**config.mk**
```make
export PLATFORM = sky130hd
export DESIGN_NAME = adcFrontEnd
export DESIGN_NICKNAME = d
export VERILOG_FILES = /design/src/source/adcPkg.sv /design/src/source/sampleIf.sv /design/src/source/adcCapture.sv /design/src/source/adcFrontEnd.sv /design/src/source/sampleFifo.sv
export SDC_FILE = /design/constraint.sdc
export NUM_CORES = 1
export LEC_CHECK = 0
export BUFFER_PORTS_ARGS = -buffer_cell sky130_fd_sc_hd__buf_2
export CORE_MARGIN = 1.5
export CORE_UTILIZATION = 30
export CTS_CLUSTER_DIAMETER = 50
export CTS_CLUSTER_SIZE = 40
export DETAILED_ROUTE_END_ITERATION = 10
export HOLD_SLACK_MARGIN = 0.08
export SYNTH_ARGS = -nofsm -noshare
export SYNTH_HDL_FRONTEND = slang
export SYNTH_HIERARCHICAL = 1
export SYNTH_SLANG_ARGS = --single-unit
```
**constraint.sdc**
```tcl
create_clock -name ADC_CLK_IN -period 2.9 [get_ports ADC_CLK_IN]
set_input_delay 0.145 -clock ADC_CLK_IN [delete_from_list [all_inputs] [get_ports ADC_CLK_IN]]
set_output_delay 0.145 -clock ADC_CLK_IN [all_outputs]
set_load 0.01 [all_outputs]
```
**src/source/adcPkg.sv**
```systemverilog
`default_nettype none

package adcPkg;

  // Capture block state
  // Settling discards samples while the converter starts up
  typedef enum logic {
    settling,
    running
  } captureState_t;

  // Converter resolution in bits
  // Legal values are 10, 14 and 16
  localparam int DEFAULT_ADC_WIDTH = 10;

  // Log2 of the sample-pair buffer depth
  // 4 gives room for 16 pairs
  localparam int DEFAULT_FIFO_DEPTH_LOG2 = 4;

  // Start-up edges whose samples are discarded
  localparam int DEFAULT_SETTLE_CYCLES = 16;

endpackage

`default_nettype wire

```
**src/source/sampleIf.sv**
```systemverilog
`timescale 1ns/100ps
`default_nettype none

// Converted I/Q pair travelling from the capture block into the buffer
interface sampleIf import adcPkg::*; #(
  // Width of each channel sample
  parameter int ADC_WIDTH = DEFAULT_ADC_WIDTH
);

  // Two's complement samples, both channels taken on the same edge
  logic [ADC_WIDTH-1:0] iSample;
  logic [ADC_WIDTH-1:0] qSample;

  // High in every running cycle, one pair per strobe
  logic sampleWrite;

  // Buffer has no free slot
  // A pair offered now is lost
  logic bufferFull;

  // Capture side
  modport source (
    output iSample,
    output qSample,
    output sampleWrite,
    input  bufferFull
  );

  // Buffer side
  modport sink (
    input  iSample,
    input  qSample,
    input  sampleWrite,
    output bufferFull
  );

endinterface

`default_nettype wire

```
**src/source/adcCapture.sv**
```systemverilog
`timescale 1ns/100ps
`default_nettype none

module adcCapture import adcPkg::*; #(
  // Converter resolution, 10, 14 or 16 bits
  parameter int ADC_WIDTH = DEFAULT_ADC_WIDTH,
  // Start-up edges whose samples are thrown away
  parameter int SETTLE_CYCLES = DEFAULT_SETTLE_CYCLES
) (
  input logic ADC_CLK_IN,
  input logic DSP_RST_IN,
  // Raw offset-binary samples, new pair every clock
  input logic [ADC_WIDTH-1:0] adcDataI,
  input logic [ADC_WIDTH-1:0] adcDataQ,
  sampleIf.source samples
);

  // Counter only has to reach SETTLE_CYCLES-1
  localparam int COUNT_WIDTH = (SETTLE_CYCLES > 1) ? $clog2(SETTLE_CYCLES) : 1;
  // Count value on the last settling edge
  localparam logic [COUNT_WIDTH-1:0] LAST_COUNT = COUNT_WIDTH'(SETTLE_CYCLES - 1);

  captureState_t captureState;
  logic [COUNT_WIDTH-1:0] settleCount;

  // Settling sequencer
  // Stays in settling for SETTLE_CYCLES edges after reset release
  always_ff @(posedge ADC_CLK_IN or posedge DSP_RST_IN) begin
    if (DSP_RST_IN) begin
      captureState <= settling;
      settleCount <= '0;
    end else begin
      if (captureState == settling) begin
        settleCount <= settleCount + COUNT_WIDTH'(1);
        // Edge number SETTLE_CYCLES moves to running
        if (settleCount == LAST_COUNT) begin
          captureState <= running;
        end
      end
    end
  end

  // Input register for both channels
  // Offset binary to two's complement by flipping the sign bit
  // The pair taken at an edge is on the interface for the next cycle
  always_ff @(posedge ADC_CLK_IN) begin
    samples.iSample <= {~adcDataI[ADC_WIDTH-1], adcDataI[ADC_WIDTH-2:0]};
    samples.qSample <= {~adcDataQ[ADC_WIDTH-1], adcDataQ[ADC_WIDTH-2:0]};
  end

  // One strobe per running cycle
  // First strobe carries the pair taken at edge SETTLE_CYCLES
  // The buffer alone decides whether a pair is kept or dropped
  assign samples.sampleWrite = (captureState == running);

endmodule

`default_nettype wire

```
**src/source/adcFrontEnd.sv**
```systemverilog
`timescale 1ns/100ps
`default_nettype none

module adcFrontEnd import adcPkg::*; #(
  // Converter resolution, 10, 14 or 16 bits
  parameter int ADC_WIDTH = DEFAULT_ADC_WIDTH,
  // Buffer holds 2**FIFO_DEPTH_LOG2 pairs
  parameter int FIFO_DEPTH_LOG2 = DEFAULT_FIFO_DEPTH_LOG2,
  // Start-up edges whose samples are discarded
  parameter int SETTLE_CYCLES = DEFAULT_SETTLE_CYCLES
) (
  input logic ADC_CLK_IN,
  input logic DSP_RST_IN,
  // Raw offset-binary converter data
  input logic [ADC_WIDTH-1:0] adcDataI,
  input logic [ADC_WIDTH-1:0] adcDataQ,
  // DSP pull level
  input logic dspReadEnable,
  // Two's complement pair towards the DSP
  output logic [ADC_WIDTH-1:0] sampleI,
  output logic [ADC_WIDTH-1:0] sampleQ,
  output logic sampleValid,
  output logic overflow
);

  // Link between capture and buffer
  sampleIf #(
    .ADC_WIDTH(ADC_WIDTH)
  ) samples ();

  // Input register, format conversion and start-up settling
  adcCapture #(
    .ADC_WIDTH(ADC_WIDTH),
    .SETTLE_CYCLES(SETTLE_CYCLES)
  ) capture0 (
    .ADC_CLK_IN(ADC_CLK_IN),
    .DSP_RST_IN(DSP_RST_IN),
    .adcDataI(adcDataI),
    .adcDataQ(adcDataQ),
    .samples(samples.source)
  );

  // Absorbs DSP back-pressure and flags lost pairs
  sampleFifo #(
    .ADC_WIDTH(ADC_WIDTH),
    .FIFO_DEPTH_LOG2(FIFO_DEPTH_LOG2)
  ) fifo0 (
    .ADC_CLK_IN(ADC_CLK_IN),
    .DSP_RST_IN(DSP_RST_IN),
    .samples(samples.sink),
    .dspReadEnable(dspReadEnable),
    .sampleI(sampleI),
    .sampleQ(sampleQ),
    .sampleValid(sampleValid),
    .overflow(overflow)
  );

endmodule

`default_nettype wire

```
**src/source/sampleFifo.sv**
```systemverilog
`timescale 1ns/100ps
`default_nettype none

module sampleFifo import adcPkg::*; #(
  // Width of each channel sample
  parameter int ADC_WIDTH = DEFAULT_ADC_WIDTH,
  // Buffer holds 2**FIFO_DEPTH_LOG2 pairs
  parameter int FIFO_DEPTH_LOG2 = DEFAULT_FIFO_DEPTH_LOG2
) (
  input logic ADC_CLK_IN,
  input logic DSP_RST_IN,
  sampleIf.sink samples,
  // DSP holds this high to pull pairs
  input logic dspReadEnable,
  output logic [ADC_WIDTH-1:0] sampleI,
  output logic [ADC_WIDTH-1:0] sampleQ,
  output logic sampleValid,
  // Sticky until reset
  output logic overflow
);

  localparam int DEPTH = 1 << FIFO_DEPTH_LOG2;
  localparam int PAIR_WIDTH = 2 * ADC_WIDTH;

  // Pair storage, Q in the upper half
  logic [PAIR_WIDTH-1:0] pairMem [DEPTH];

  // Pointers carry one extra wrap bit to tell full from empty
  logic [FIFO_DEPTH_LOG2:0] wrPtr;
  logic [FIFO_DEPTH_LOG2:0] rdPtr;

  logic fifoEmpty;
  logic writeAccept;
  logic readAccept;

  // Registered read port
  logic [PAIR_WIDTH-1:0] readPair;
  logic readDone;

  // Equal addresses with different wrap bits mean full
  assign samples.bufferFull =
    (wrPtr[FIFO_DEPTH_LOG2] != rdPtr[FIFO_DEPTH_LOG2]) &&
    (wrPtr[FIFO_DEPTH_LOG2-1:0] == rdPtr[FIFO_DEPTH_LOG2-1:0]);
  assign fifoEmpty = (wrPtr == rdPtr);

  // Pairs offered while full are lost, stored data is never overwritten
  assign writeAccept = samples.sampleWrite && !samples.bufferFull;
  // Read on every cycle the DSP asks and data is present
  assign readAccept = dspReadEnable && !fifoEmpty;

  // Pointer and flag control
  always_ff @(posedge ADC_CLK_IN or posedge DSP_RST_IN) begin
    if (DSP_RST_IN) begin
      wrPtr <= '0;
      rdPtr <= '0;
      readDone <= 1'b0;
      overflow <= 1'b0;
    end else begin
      if (writeAccept) begin
        wrPtr <= wrPtr + (FIFO_DEPTH_LOG2 + 1)'(1);
      end
      if (readAccept) begin
        rdPtr <= rdPtr + (FIFO_DEPTH_LOG2 + 1)'(1);
      end
      // Marks the pair now sitting in readPair
      readDone <= readAccept;
      // Lost pair, held high until the next reset
      if (samples.sampleWrite && samples.bufferFull) begin
        overflow <= 1'b1;
      end
    end
  end

  // Storage write
  always_ff @(posedge ADC_CLK_IN) begin
    if (writeAccept) begin
      pairMem[wrPtr[FIFO_DEPTH_LOG2-1:0]] <= {samples.qSample, samples.iSample};
    end
  end

  // Read stage
  // A pair written at edge n is fetched here at edge n+1 at the earliest
  always_ff @(posedge ADC_CLK_IN) begin
    if (readAccept) begin
      readPair <= pairMem[rdPtr[FIFO_DEPTH_LOG2-1:0]];
    end
  end

  // Output stage to the DSP
  // Data and valid appear one cycle after the read
  always_ff @(posedge ADC_CLK_IN) begin
    if (readDone) begin
      sampleI <= readPair[ADC_WIDTH-1:0];
      sampleQ <= readPair[PAIR_WIDTH-1:ADC_WIDTH];
    end
  end

  // Valid is a single-cycle strobe per pair
  always_ff @(posedge ADC_CLK_IN or posedge DSP_RST_IN) begin
    if (DSP_RST_IN) begin
      sampleValid <= 1'b0;
    end else begin
      sampleValid <= readDone;
    end
  end

endmodule

`default_nettype wire

```
Word level (Yosys, flattened, before mapping)
Memory sizes are Yosys's and may differ from the RTL's. A register that Yosys moved wholly into a read port is not among the register bits.
Cells that the tools add are included.
Word-level totals
  flip-flop bits (word level): 58
  memory bits (writable): 320
  output and inout port bits: 22
  word-level logic and storage cells: 31
  memories: 1
Memory list
  fifo0.pairMem: depth 16, width 20, rd ports 1, clocked after Yosys merged registers in 1, wr ports 1, RTL line sampleFifo.sv:26  | logic [PAIR_WIDTH-1:0] pairMem [DEPTH];
Operators by class
  $add $sub $neg: 3
  equality and inequality tests: 4
  mux-type cells: 4
  bitwise logic cells: 2
  reductions and logical operators: 6
Operators by type and width (number)
  $add 5x1->5 const B: 2
  $eq 5x5->1: 1
  $add 4x1->4 const B: 1
  $eq 4x4->1: 1
  $eq 4x4->1 const B: 1
  $logic_and 1x1->1: 4
  $mux 1: 4
  $logic_not 1->1: 2
  $not 1->1: 2
  $ne 1x1->1: 1

Logic depth before layout (Yosys ltp)
Gate-level depths: netlist of run 1.
  word-level depth: 6
  gate-level depth with buffers: 7

Cells and area by module
Netlist of run 1, hierarchy kept.
By module, submodules not included
  sampleFifo: times used 1, cells an instance 657, area each 14258.7 um^2, seq. area each 11135.7 um^2
  adcCapture: times used 1, cells an instance 36, area each 610.6 um^2, seq. area each 525.5 um^2

Least setup slack after synthesis of run 1
Ideal clock, no wire load.
  kind: register to register
  from: register fifo0.wrPtr[4]
  to: memory fifo0/pairMem[3][0] (netlist bit) (enable)
  setup time: 0.422 ns
  data arrival time: 2.575 ns
  data required time: 2.478 ns
  setup slack: -0.098 ns
  cell stages (with the launch flop): 5
  clock period less this slack: 2.998 ns
  cell sequence: dfrtp_1 > xnor2_1 > inv_2 > a21o_2 > nor3_1
Between the ends
  longest elaborated chain between the ends: 6
RTL lines
  start: declaration: RTL line sampleFifo.sv:29  | logic [FIFO_DEPTH_LOG2:0] wrPtr;
  start signal: assignment: RTL line sampleFifo.sv:60  | wrPtr <= wrPtr + (FIFO_DEPTH_LOG2 + 1)'(1);
  $ne 1x1->1: RTL line sampleFifo.sv:42  | (wrPtr[FIFO_DEPTH_LOG2] != rdPtr[FIFO_DEPTH_LOG2]) &&
  $logic_and 1x1->1: RTL line sampleFifo.sv:42
  $logic_not 1->1: RTL line sampleFifo.sv:47  | assign writeAccept = samples.sampleWrite && !samples.bufferFull;
  $logic_and 1x1->1: RTL line sampleFifo.sv:47
  $mux 1: RTL line sampleFifo.sv:76  | if (writeAccept) begin
  $mux 1 (implied by the code): RTL line sampleFifo.sv:77  | pairMem[wrPtr[FIFO_DEPTH_LOG2-1:0]] <= {samples.qSample, samples.iSample};
  end: declaration: RTL line sampleFifo.sv:26
Every way passes these cells.

Worst setup path after layout of run 1
  from: register fifo0.rdPtr[0]
  to: memory fifo0/pairMem[13][9] (netlist bit) (enable)
Between the ends
  longest elaborated chain between the ends: 6
RTL lines
  start: declaration: RTL line sampleFifo.sv:30  | logic [FIFO_DEPTH_LOG2:0] rdPtr;
  start signal: assignment: RTL line sampleFifo.sv:63  | rdPtr <= rdPtr + (FIFO_DEPTH_LOG2 + 1)'(1);
  $eq 4x4->1: RTL line sampleFifo.sv:43  | (wrPtr[FIFO_DEPTH_LOG2-1:0] == rdPtr[FIFO_DEPTH_LOG2-1:0]);
  $logic_and 1x1->1: RTL line sampleFifo.sv:42
  $logic_not 1->1: RTL line sampleFifo.sv:47
  $logic_and 1x1->1: RTL line sampleFifo.sv:47
  $mux 1: RTL line sampleFifo.sv:76
  $mux 1 (implied by the code): RTL line sampleFifo.sv:77
Every way passes these cells.

==> flow_summary.yaml, run 1 <==
worst_setup_path:
  critPathLaunchType: "register"
  crit_path_end_kind: "register"
  timing.rr.end: "fifo0/pairMem[13][9]"
  crit_fanout: 18
  regToRegStartpoint: "fifo0/rdPtr[0]"
  r2r_cells: 5
  arrival_ns: 2.67
  worstSetupPathType: "reg2reg"
  rrSetupSlack_ns: 0.50
  crit_required_ns: 3.16
clocking:
  root_buffer: "clkbuf_16"
  post_cts_resize_count: 0
  cts.sinks: 398
  clk_path_buf_depth: 3
  cts_tree: "done"
  cts_setup_buffers: 0
  htree_levels: 2
  cts_buffers: 36
  clk_pin_slew_ns: 0.08
  clock_latency_ns: 0.55
floorplanning:
  initial_core_util_pct: 30.4
  die_w_um: 226
  ioPinCount: 45
  fp.dieH_um: 226
  rows: 81
  fp.dieArea_um2: 50900
  coreArea_um2: 49000
timing:
  slew_headroom_pct: 49.0
  hold_viol_final: 0
  rsz0062_at_grt: "no"
  finalSetupViolCount: 0
  finalCriticalPeriod_ns: 2.40
  finalSetupTns_ns: 0
  final.setup.worst_slack_ns: 0.495
  skew_ns: 0.0302
  worst_pin_slew_ns: 0.765
  whs_ns: 0.231
  drv_slew: 0
  post-route-period-util_pct: 82.9
  fmax_mhz: 416
min_path:
  hold_end: "capture0/samples.qSample[8]"
  min-delay-start: "adcDataQ[8]"
  hold_path_class: "in2reg"
  whs_path_depth: 2
synth:
  synth_edf_count: 360
  synth_cell_type_count: 43
  synthFlopType: "edfxtp_1"
  yosys_warnings: 6
  yosys-top-cells-area: "edfxtp_1, mux4_2, mux2i_1"
  synthArstFlopShare_pct: 4.52
  yosysTopAreaCellShare_pct: 72.7
  synth_top_area_cell: "edfxtp_1"
  syn_inst: 693
  synthesis.area_um2: 14900
  ys_seq_elements: 398
  synth.avg_cell_area_um2: 21.5
  ys_seq_area_share_pct: 78.4
  syn_nets: 722
placed_design:
  gp_congestion: 0.754
  hpwl_mm: 18.8
  pre_cts_ws_ns: 0.518
  placed_cell_area_um2: 16000
  numPortBuffers: 44
grt:
  track_usage_pct: 12.6
  grt_overflow: 0
  grt_pass1_wl_mm: 47.2
  antenna_found_initial: 0
  grt_max_degree: 104
  grt_pass1_vias: 7216
detailed_routing:
  detail-route-antenna-nets: 0
  finalWirelength_mm: 31.4
  via_count: 6908
  dr.pass1.iters: 5
  drt_iter0_markers: 638
  drc: 0
  viasPerCell: 4.65
  wl_per_cell_um: 21.1
finish:
  area_growth_pct: 18.0
  fin_nets: 823
  final_cell_area_um2: 17500
  drive_above_1_share_pct: 27.1
  diodes: 0
power_and_ir_drop:
  ir_worst_vdd_uv: 643
  cellPowerDensity_nw_per_um2: 1050
  leakage_uw: 0.00584
run_status:
  status: "completed"
run:
  cap_violations: 0
## registers in the layout (all words and copies together), names as in the netlist
register,count
fifo0/pairMem,320
fifo0/readPair,20
capture0/samples.iSample,10
capture0/samples.qSample,10
fifo0/sampleI,10
fifo0/sampleQ,10
fifo0/rdPtr,5
fifo0/wrPtr,5
capture0/settleCount,4
capture0/samples.sampleWrite,1
fifo0/overflow,1
fifo0/readDone,1
fifo0/sampleValid,1
## kinds of logic (layout without fill, tap and decap cells)
kind of cell | Yosys count | after routing | synth area share [%]
compound gates | 74 | 74 | 3.67
fa+ha+maj | 6 | 6 | 0.505
buf+inv | 45 | 174 | 1.79
simple gates | 32 | 32 | 1.18
xor+xnor | 14 | 14 | 0.875
mux | 124 | 124 | 13.6
flops | 398 | 398 | 78.4
## repair_timing
| action | in CTS | in global routing |
|---|---|---|
| setup endpoints to repair | 0 | 0 |
| hold buffers | 23 | 0 |
| endpoints found under the hold margin | 43 | 0 |
## per-layer routing
metal	vias up	GRT usage, %	wire length [µm]
met2	165	20.4	15100
li1	3076	-	-
met3	49	2.15	1590
met4	0	4.01	716
met1	3618	17.4	13900
met5	-	0	0
## worst max-delay path, stage by stage, from the launching register on
cell and delay [ns]:
dfrtp_4 0.60, xnor2_1 0.32, nand4_4 0.23, o211ai_1 0.60
nor2_2 0.11, buf_4 0.26
## power breakdown
part           internal (µW)  leakage, µW  switching [µW]
sequential              7710      0.00368             514
clock                   2770     0.000630            2360
combinational           2050      0.00153            2930
## layout make-up
type	count	area, µm²
timing repair buffer	98	708
fill	4482	31400
clock inverter	29	373
clock buffer	37	926
sequential	398	11700
inverter	10	37.5
multi-input combinational	250	3000
tap	664	831
## synth_stat cells (all sizes together) (10+ instances only)
| cell type | n |
|---|---|
| dfrtp | 18 |
| a32oi | 20 |
| dfxtp | 20 |
| a22oi | 20 |
| o21ai | 23 |
| buf | 26 |
| xnor2 | 13 |
| mux2i | 60 |
| mux4 | 60 |
| nor2 | 14 |
| inv | 10 |
| edfxtp | 360 |
## worst max path at each step
stage              startpoint                   end  slack (ns)  cells after the start
6_report       fifo0/rdPtr[0]  fifo0/pairMem[13][9]        0.50                      5
5_1_grt        fifo0/rdPtr[0]  fifo0/pairMem[13][9]        0.32                      5
4_1_cts        fifo0/rdPtr[0]  fifo0/pairMem[13][9]        0.51                      5
3_5_place_dp   fifo0/rdPtr[0]   fifo0/pairMem[5][5]        0.52                      5
3_3_place_gp   fifo0/rdPtr[0]   fifo0/pairMem[5][1]        0.56                      5
2_1_floorplan  fifo0/wrPtr[4]   fifo0/pairMem[0][0]        0.02                      3
## cells in the final DEF (no fill, tap or decap), drive strengths merged, types with 14 or more instances in the layout
cell type and n:
a32oi 20, o21ai 23, a22oi 20, mux2i 60, inv 26, mux4 60
nor2 14, buf 75, edfxtp 360, dfxtp 20, clkbuf 37, dfrtp 18
dlygate4sd3 23
## per-stage QoR
step | cells | total power [µW] | utilization (%)
floorplan | 693 | 11700 | -
global placement | 1397 | 13300 | 32.7
detailed placement | 1397 | 13400 | 32.7
CTS | 1486 | 18600 | 35.8
global route | 1486 | 19200 | 35.8
finish | 1486 | 18300 | 35.8
No activity file was read; power rests on OpenSTA's default activity.
==> inputs of run 2 (changes only) <==
--- a/config.mk
+++ b/config.mk
@@ -5,6 +5,7 @@
 export SDC_FILE = /design/constraint.sdc
 export NUM_CORES = 1
 export LEC_CHECK = 0
+export ABC_AREA = 1
 export BUFFER_PORTS_ARGS = -buffer_cell sky130_fd_sc_hd__buf_2
 export CORE_MARGIN = 1.5
 export CORE_UTILIZATION = 30
==> constraint.sdc (replaced) <==
create_clock -name ADC_CLK_IN -period 2.2 [get_ports ADC_CLK_IN]
set_input_delay 0.11 -clock ADC_CLK_IN [delete_from_list [all_inputs] [get_ports ADC_CLK_IN]]
set_output_delay 0.11 -clock ADC_CLK_IN [all_outputs]
set_load 0.01 [all_outputs]
==> run 2 against run 1 <==
Effect of this change:
- cell area up 4.7%
- combinational power up 43%
- global-route usage is 0.22 points higher
- non-clock buffer count rose by 2
- fmax increased by 22%
- clock power increased by 32%
- via count increased by 36%
- largest cell class unchanged
==> flow_summary.yaml, run 2 <==
grt:
  grt_pass1_vias: 9155
  grt_overflow: 0
  grt_max_degree: 119
  grt_pass1_wl_mm: 53.4
  antenna_found_initial: 0
  track_usage_pct: 12.8
floorplanning:
  fp.dieH_um: 231
  ioPinCount: 45
  die_w_um: 231
  initial_core_util_pct: 30.3
  coreArea_um2: 51300
  fp.dieArea_um2: 53200
  rows: 83
synth:
  synthFlopType: "edfxtp_1"
  ys_seq_elements: 398
  synth_cell_type_count: 24
  synth_edf_count: 360
  synthArstFlopShare_pct: 4.52
  synth.avg_cell_area_um2: 11.9
  synth_top_area_cell: "edfxtp_1"
  synth_common_cells: "edfxtp_1, nand2_1, nor2_1, o21ai_0, nand3_1"
  syn_nets: 1338
  synthesis.area_um2: 15600
  yosys_warnings: 6
  yosys-top-cells-area: "edfxtp_1, nand2_1, nor2_1"
  ys_seq_area_share_pct: 75.0
  synth.most_common_cell: "edfxtp_1"
  yosysTopAreaCellShare_pct: 69.5
  syn_inst: 1309
power_and_ir_drop:
  swShare_pct: 34.6
  combPwrFrac_pct: 29.1
  p_sw_uw: 8490
  p_int_uw: 16000
  clkPwrFrac_pct: 27.6
  share_seq_of_total_power_pct: 43.2
  cellPowerDensity_nw_per_um2: 1330
  leakage_uw: 0.00675
  ir_worst_vdd_uv: 812
worst_setup_path:
  critPathMostFrequentCell: "nand2_1"
  arrival_ns: 2.19
  crit_required_ns: 2.42
  worstSetupPathType: "reg2reg"
  crit_chain: "inv_1 > nand2_1 > nand2_1 > nor2_4 > nand3_4 > nand2_4 > nor2_2 > buf_12"
  critPathLaunchType: "register"
  cp_slowest_cell: "dfrtp_1"
  crit_path_end_kind: "register"
  crit_fanout: 19
  critPathMaxStageDelay_ns: 0.45
finish:
  area_growth_pct: 18.1
  diodes: 0
  fin_nets: 1411
  final_common_cell: "edfxtp_1"
  final_cell_area_um2: 18400
  largest_reg_flops: 320
  final_cell_mix: "edfxtp_1, nand2_1, nor2_1"
  drive_above_1_share_pct: 12.2
timing:
  finalSetupTns_ns: 0
  rsz0062_at_grt: "no"
  final.setup.worst_slack_ns: 0.233
  post-route-period-util_pct: 89.4
  fmax_mhz: 508
  finalCriticalPeriod_ns: 1.97
  hold_viol_final: 0
  worst_pin_slew_ns: 0.703
  finalSetupViolCount: 0
  drv_slew: 0
  slew_headroom_pct: 53.1
  skew_ns: 0.0438
placed_design:
  gp_congestion: 0.831
  placed_cell_area_um2: 16800
  hpwl_mm: 20.2
  numPortBuffers: 44
  pre_cts_ws_ns: 0.258
detailed_routing:
  met2_length_mm: 15.8
  top_layer: "met4"
  drt_iter0_markers: 844
  detail-route-antenna-nets: 0
  dr_wl_met3_mm: 1.76
  wl_met1_mm: 15.8
  viasPerCell: 4.48
  via_count: 9375
  wl_per_cell_um: 16.2
  drc: 0
  finalWirelength_mm: 34.0
  dr.pass1.iters: 5
clocking:
  root_buffer: "clkbuf_16"
  cts_tree: "done"
  cts.sinks: 398
  htree_levels: 2
  cts_buffers: 37
  clk_path_buf_depth: 3
  clock_latency_ns: 0.56
  clk_pin_slew_ns: 0.07
  cts_setup_buffers: 0
min_path:
  hold_path_class: "in2async"
run_status:
  status: "completed"
run:
  cap_violations: 0
-- run 2: cells by family (layout without fill, tap and decap cells) --
kind of cell,count (synthesis),count (layout),share of synthesized area (%)
buf+inv,112,214,3.19
flops,398,398,75.0
xor+xnor,7,7,0.394
fa+ha+maj,6,6,0.483
simple gates,646,646,16.5
compound gates,140,140,4.50
-- run 2: path summary, 6_finish.rpt --
kind,start,to,slack (ns),cells after the start
min in group ADC_CLK_IN,adcDataI[4],capture0/samples.iSample[4],0.21,2
max in group asynchronous,DSP_RST_IN,capture0/settleCount[0],1.43,4
hold reg to reg,fifo0/readPair[12],fifo0/sampleQ[2],0.42,0
hold / removal,DSP_RST_IN,fifo0/rdPtr[2],0.17,3
setup reg to reg,fifo0/wrPtr[0],fifo0/pairMem[11][17],0.23,8
setup / recovery,fifo0/wrPtr[0],fifo0/pairMem[11][17],0.23,8
-- run 2: metrics by stage --
stage	hold WS, ns	cells	total power [µW]	utilization [%]
2_1_floorplan	-0.111	1309	15400	-
3_3_place_gp	0.0205	2000	17800	32.8
3_5_place_dp	0.0364	2000	18000	32.8
4_1_cts	0.175	2091	24800	35.8
5_1_grt	0.201	2091	26000	35.8
6_report	0.170	2091	24500	35.8
-- run 2: area by class of cell --
cell class / instances / area, µm²
Sequential cell: 398 / 11700
Fill cell: 5004 / 32900
Clock buffer: 41 / 983
Tap cell: 680 / 851
Clock inverter: 27 / 318
Timing Repair Buffer: 100 / 936
Inverter: 46 / 175
Multi-Input combinational cell: 799 / 3430
-- run 2: routing by layer --
metal,vias to the layer above,GRT usage (%)
li1,4605,-
met1,4504,18.1
met2,230,20.7
met3,36,1.90
met4,0,3.49
met5,-,0
-- run 2: what timing repair did --
item	4_1_cts	5_1_grt
resized for setup	0	0
hold buffers	23	0
endpoints found under the hold margin	43	0
-- run 2: power groups by stage --
stage | combinational [µW] | sequential [µW] | clock [µW]
after floorplan | 4680 | 10700 | 0
after global placement | 7110 | 10700 | 0
after detailed placement | 7190 | 10800 | 0
after CTS | 7240 | 10600 | 6940
after global routing | 8050 | 10700 | 7200
final | 7130 | 10600 | 6770
-- run 2: critical path, delay by kind of cell (launching register included) --
kind / cells / cell delay (ns)
AND/OR/NAND/NOR: 6 / 0.83
buffers and inverters: 2 / 0.35
flip-flops: 1 / 0.45
==> inputs of run 3 (changes only) <==
--- a/config.mk
+++ b/config.mk
@@ -7,12 +7,13 @@
 export LEC_CHECK = 0
 export ABC_AREA = 1
 export BUFFER_PORTS_ARGS = -buffer_cell sky130_fd_sc_hd__buf_2
-export CORE_MARGIN = 1.5
+export CORE_MARGIN = 2
 export CORE_UTILIZATION = 30
 export CTS_CLUSTER_DIAMETER = 50
 export CTS_CLUSTER_SIZE = 40
 export DETAILED_ROUTE_END_ITERATION = 10
 export HOLD_SLACK_MARGIN = 0.08
+export REMOVE_ABC_BUFFERS = 1
 export SYNTH_ARGS = -nofsm -noshare
 export SYNTH_HDL_FRONTEND = slang
 export SYNTH_HIERARCHICAL = 1
==> run 3 against run 2 <==
Effect of this change:
- largest power group unchanged
- combinational power is 2% higher
- global-route usage rose by 1.0 points
- critical path depth did not move
- register-to-register slack worse by 0.05 ns
- final cell count grew 1.1%
- sequential share of layout area fell by 0.46 points
- first-iteration DRC count increased by 2.1%
- highest routed layer unchanged
- largest cell class unchanged
- clock power is 4.4% higher
- wire length increased by 8.8%
==> flow_summary.yaml, run 3 (synthesis results as in run 2) <==
run_status:
  status: "completed"
power_and_ir_drop:
  cellPowerDensity_nw_per_um2: 1350
  clkPwrFrac_pct: 28.3
  p_int_uw: 16100
  leakage_uw: 0.00687
  ir_worst_vdd_uv: 835
  combPwrFrac_pct: 29.1
  power_uw: 25000
  share_seq_of_total_power_pct: 42.6
  p_sw_uw: 8870
  swShare_pct: 35.5
timing:
  finalCriticalPeriod_ns: 2.02
  rsz0062_at_grt: "no"
  slew_headroom_pct: 26.8
  worst_pin_slew_ns: 1.10
  skew_ns: 0.0262
  drv_slew: 0
  post-route-period-util_pct: 91.9
  final.setup.worst_slack_ns: 0.179
  finalSetupTns_ns: 0
  hold_viol_final: 0
  fmax_mhz: 495
  finalSetupViolCount: 0
grt:
  grt_max_degree: 86
  track_usage_pct: 13.9
  grt_overflow: 0
  grt_pass1_wl_mm: 56.6
  antenna_found_initial: 0
  grt_pass1_vias: 9703
finish:
  final_cell_mix: "edfxtp_1, nand2_1, nor2_1"
  multi_input_area_um2: 3440
  diodes: 0
  area_growth_pct: 18.9
  final_cell_area_um2: 18500
  fin_nets: 1433
  fillers: 4964
  drive_above_1_share_pct: 13.8
  largest_reg_flops: 320
  final_common_cell: "edfxtp_1"
  regArea_um2: 11700
floorplanning:
  die_w_um: 232
  fp.dieH_um: 232
  coreArea_um2: 51300
  initial_core_util_pct: 30.3
  fp.dieArea_um2: 53700
  ioPinCount: 45
  rows: 83
min_path:
  hold_path_class: "in2async"
clocking:
  cts.sinks: 398
  holdBufCountCts: 23
  root_buffer: "clkbuf_16"
  clock_latency_ns: 0.57
  cts_buffers: 39
  cts_setup_buffers: 0
  post_cts_resize_count: 0
  cts_tree: "done"
  clk_pin_slew_ns: 0.08
  clk_path_buf_depth: 3
  htree_levels: 2
detailed_routing:
  drt_iter0_markers: 862
  dr.pass1.iters: 5
  drc: 0
  via_count: 9755
  finalWirelength_mm: 36.9
  detail-route-antenna-nets: 0
  wl_per_cell_um: 17.5
  viasPerCell: 4.61
worst_setup_path:
  cp.depth: 8
  critPathMaxStageDelay_ns: 0.52
  critPathLaunchType: "register"
  cp_slowest_cell: "dfrtp_4"
  cp_num_buf_inv: 2
  r2r_cells: 8
  crit_chain: "inv_4 > nand2_1 > nand2_1 > nor2_4 > nand3_4 > nand2_4 > nor2_2 > buf_4"
  worstSetupPathType: "reg2reg"
  arrival_ns: 2.24
  crit_fanout: 19
  critPathMostFrequentCell: "nand2_1"
  crit_path_end_kind: "register"
  critical-path-top-delay-family: "simple AND/OR/NAND/NOR gates"
  crit_required_ns: 2.42
placed_design:
  gp_congestion: 0.836
  pre_cts_ws_ns: 0.206
  numPortBuffers: 44
  placed_cell_area_um2: 16900
  hpwl_mm: 22.6
run:
  cap_violations: 0
## run 3: changes by cell type in the layout (fill, tap and decap cells not counted), sizes merged
cell / before / now
inv: 61 / 60
buf: 77 / 97
clkbuf: 41 / 40
clkinv: 7 / 13
## run 3: routing by layer
layer  vias up  track usage, %  part of all wire [%]
met3        75            2.84                   6.4
met5         -               0                     0
li1       4657               -                     -
met2       265            23.7                    49
met1      4758            17.5                    41
met4         0            4.57                   2.9
## run 3: path summary, 6_finish.rpt
path / from / endpoint / slack [ns]
max in group asynchronous: DSP_RST_IN / capture0/samples.sampleWrite / 1.45
min: DSP_RST_IN / fifo0/readDone / 0.17
min in group ADC_CLK_IN: adcDataQ[0] / capture0/samples.qSample[0] / 0.18
min reg2reg: fifo0/readPair[14] / fifo0/sampleQ[4] / 0.41
max: fifo0/rdPtr[0] / fifo0/pairMem[9][15] / 0.18
max reg2reg: fifo0/rdPtr[0] / fifo0/pairMem[9][15] / 0.18
## run 3: area by class of cell
type                    count  area share (%)
well taps                 680            4.60
repair buffers            120            5.26
flip-flops and latches    398            63.1
inverters                  46           0.947
clock buffers              40            5.30
clock inverters            32            2.25
multi-input cells         799            18.6
## run 3: per-stage QoR
stage                     util [%]  hold slack, ns  cells
after floorplan                  -          -0.111   1243
after global placement        32.9          0.0292   2020
after detailed placement      32.9          0.0351   2020
after CTS                     36.1           0.146   2115
after global routing          36.1           0.152   2115
final                         36.1           0.173   2115
## run 3: tightest hold or removal path, delay by kind of cell
kind | cells | cell delay, ns
buffers and inverters | 3 | 1.09
## run 3: power groups by stage
stage	Combinational, µW	Sequential [µW]	Clock, µW
finish	7250	10600	7070
global route	8180	10800	7540
CTS	7370	10700	7250
detailed placement	7310	10800	0
global placement	7260	10800	0
floorplan	3960	11100	0
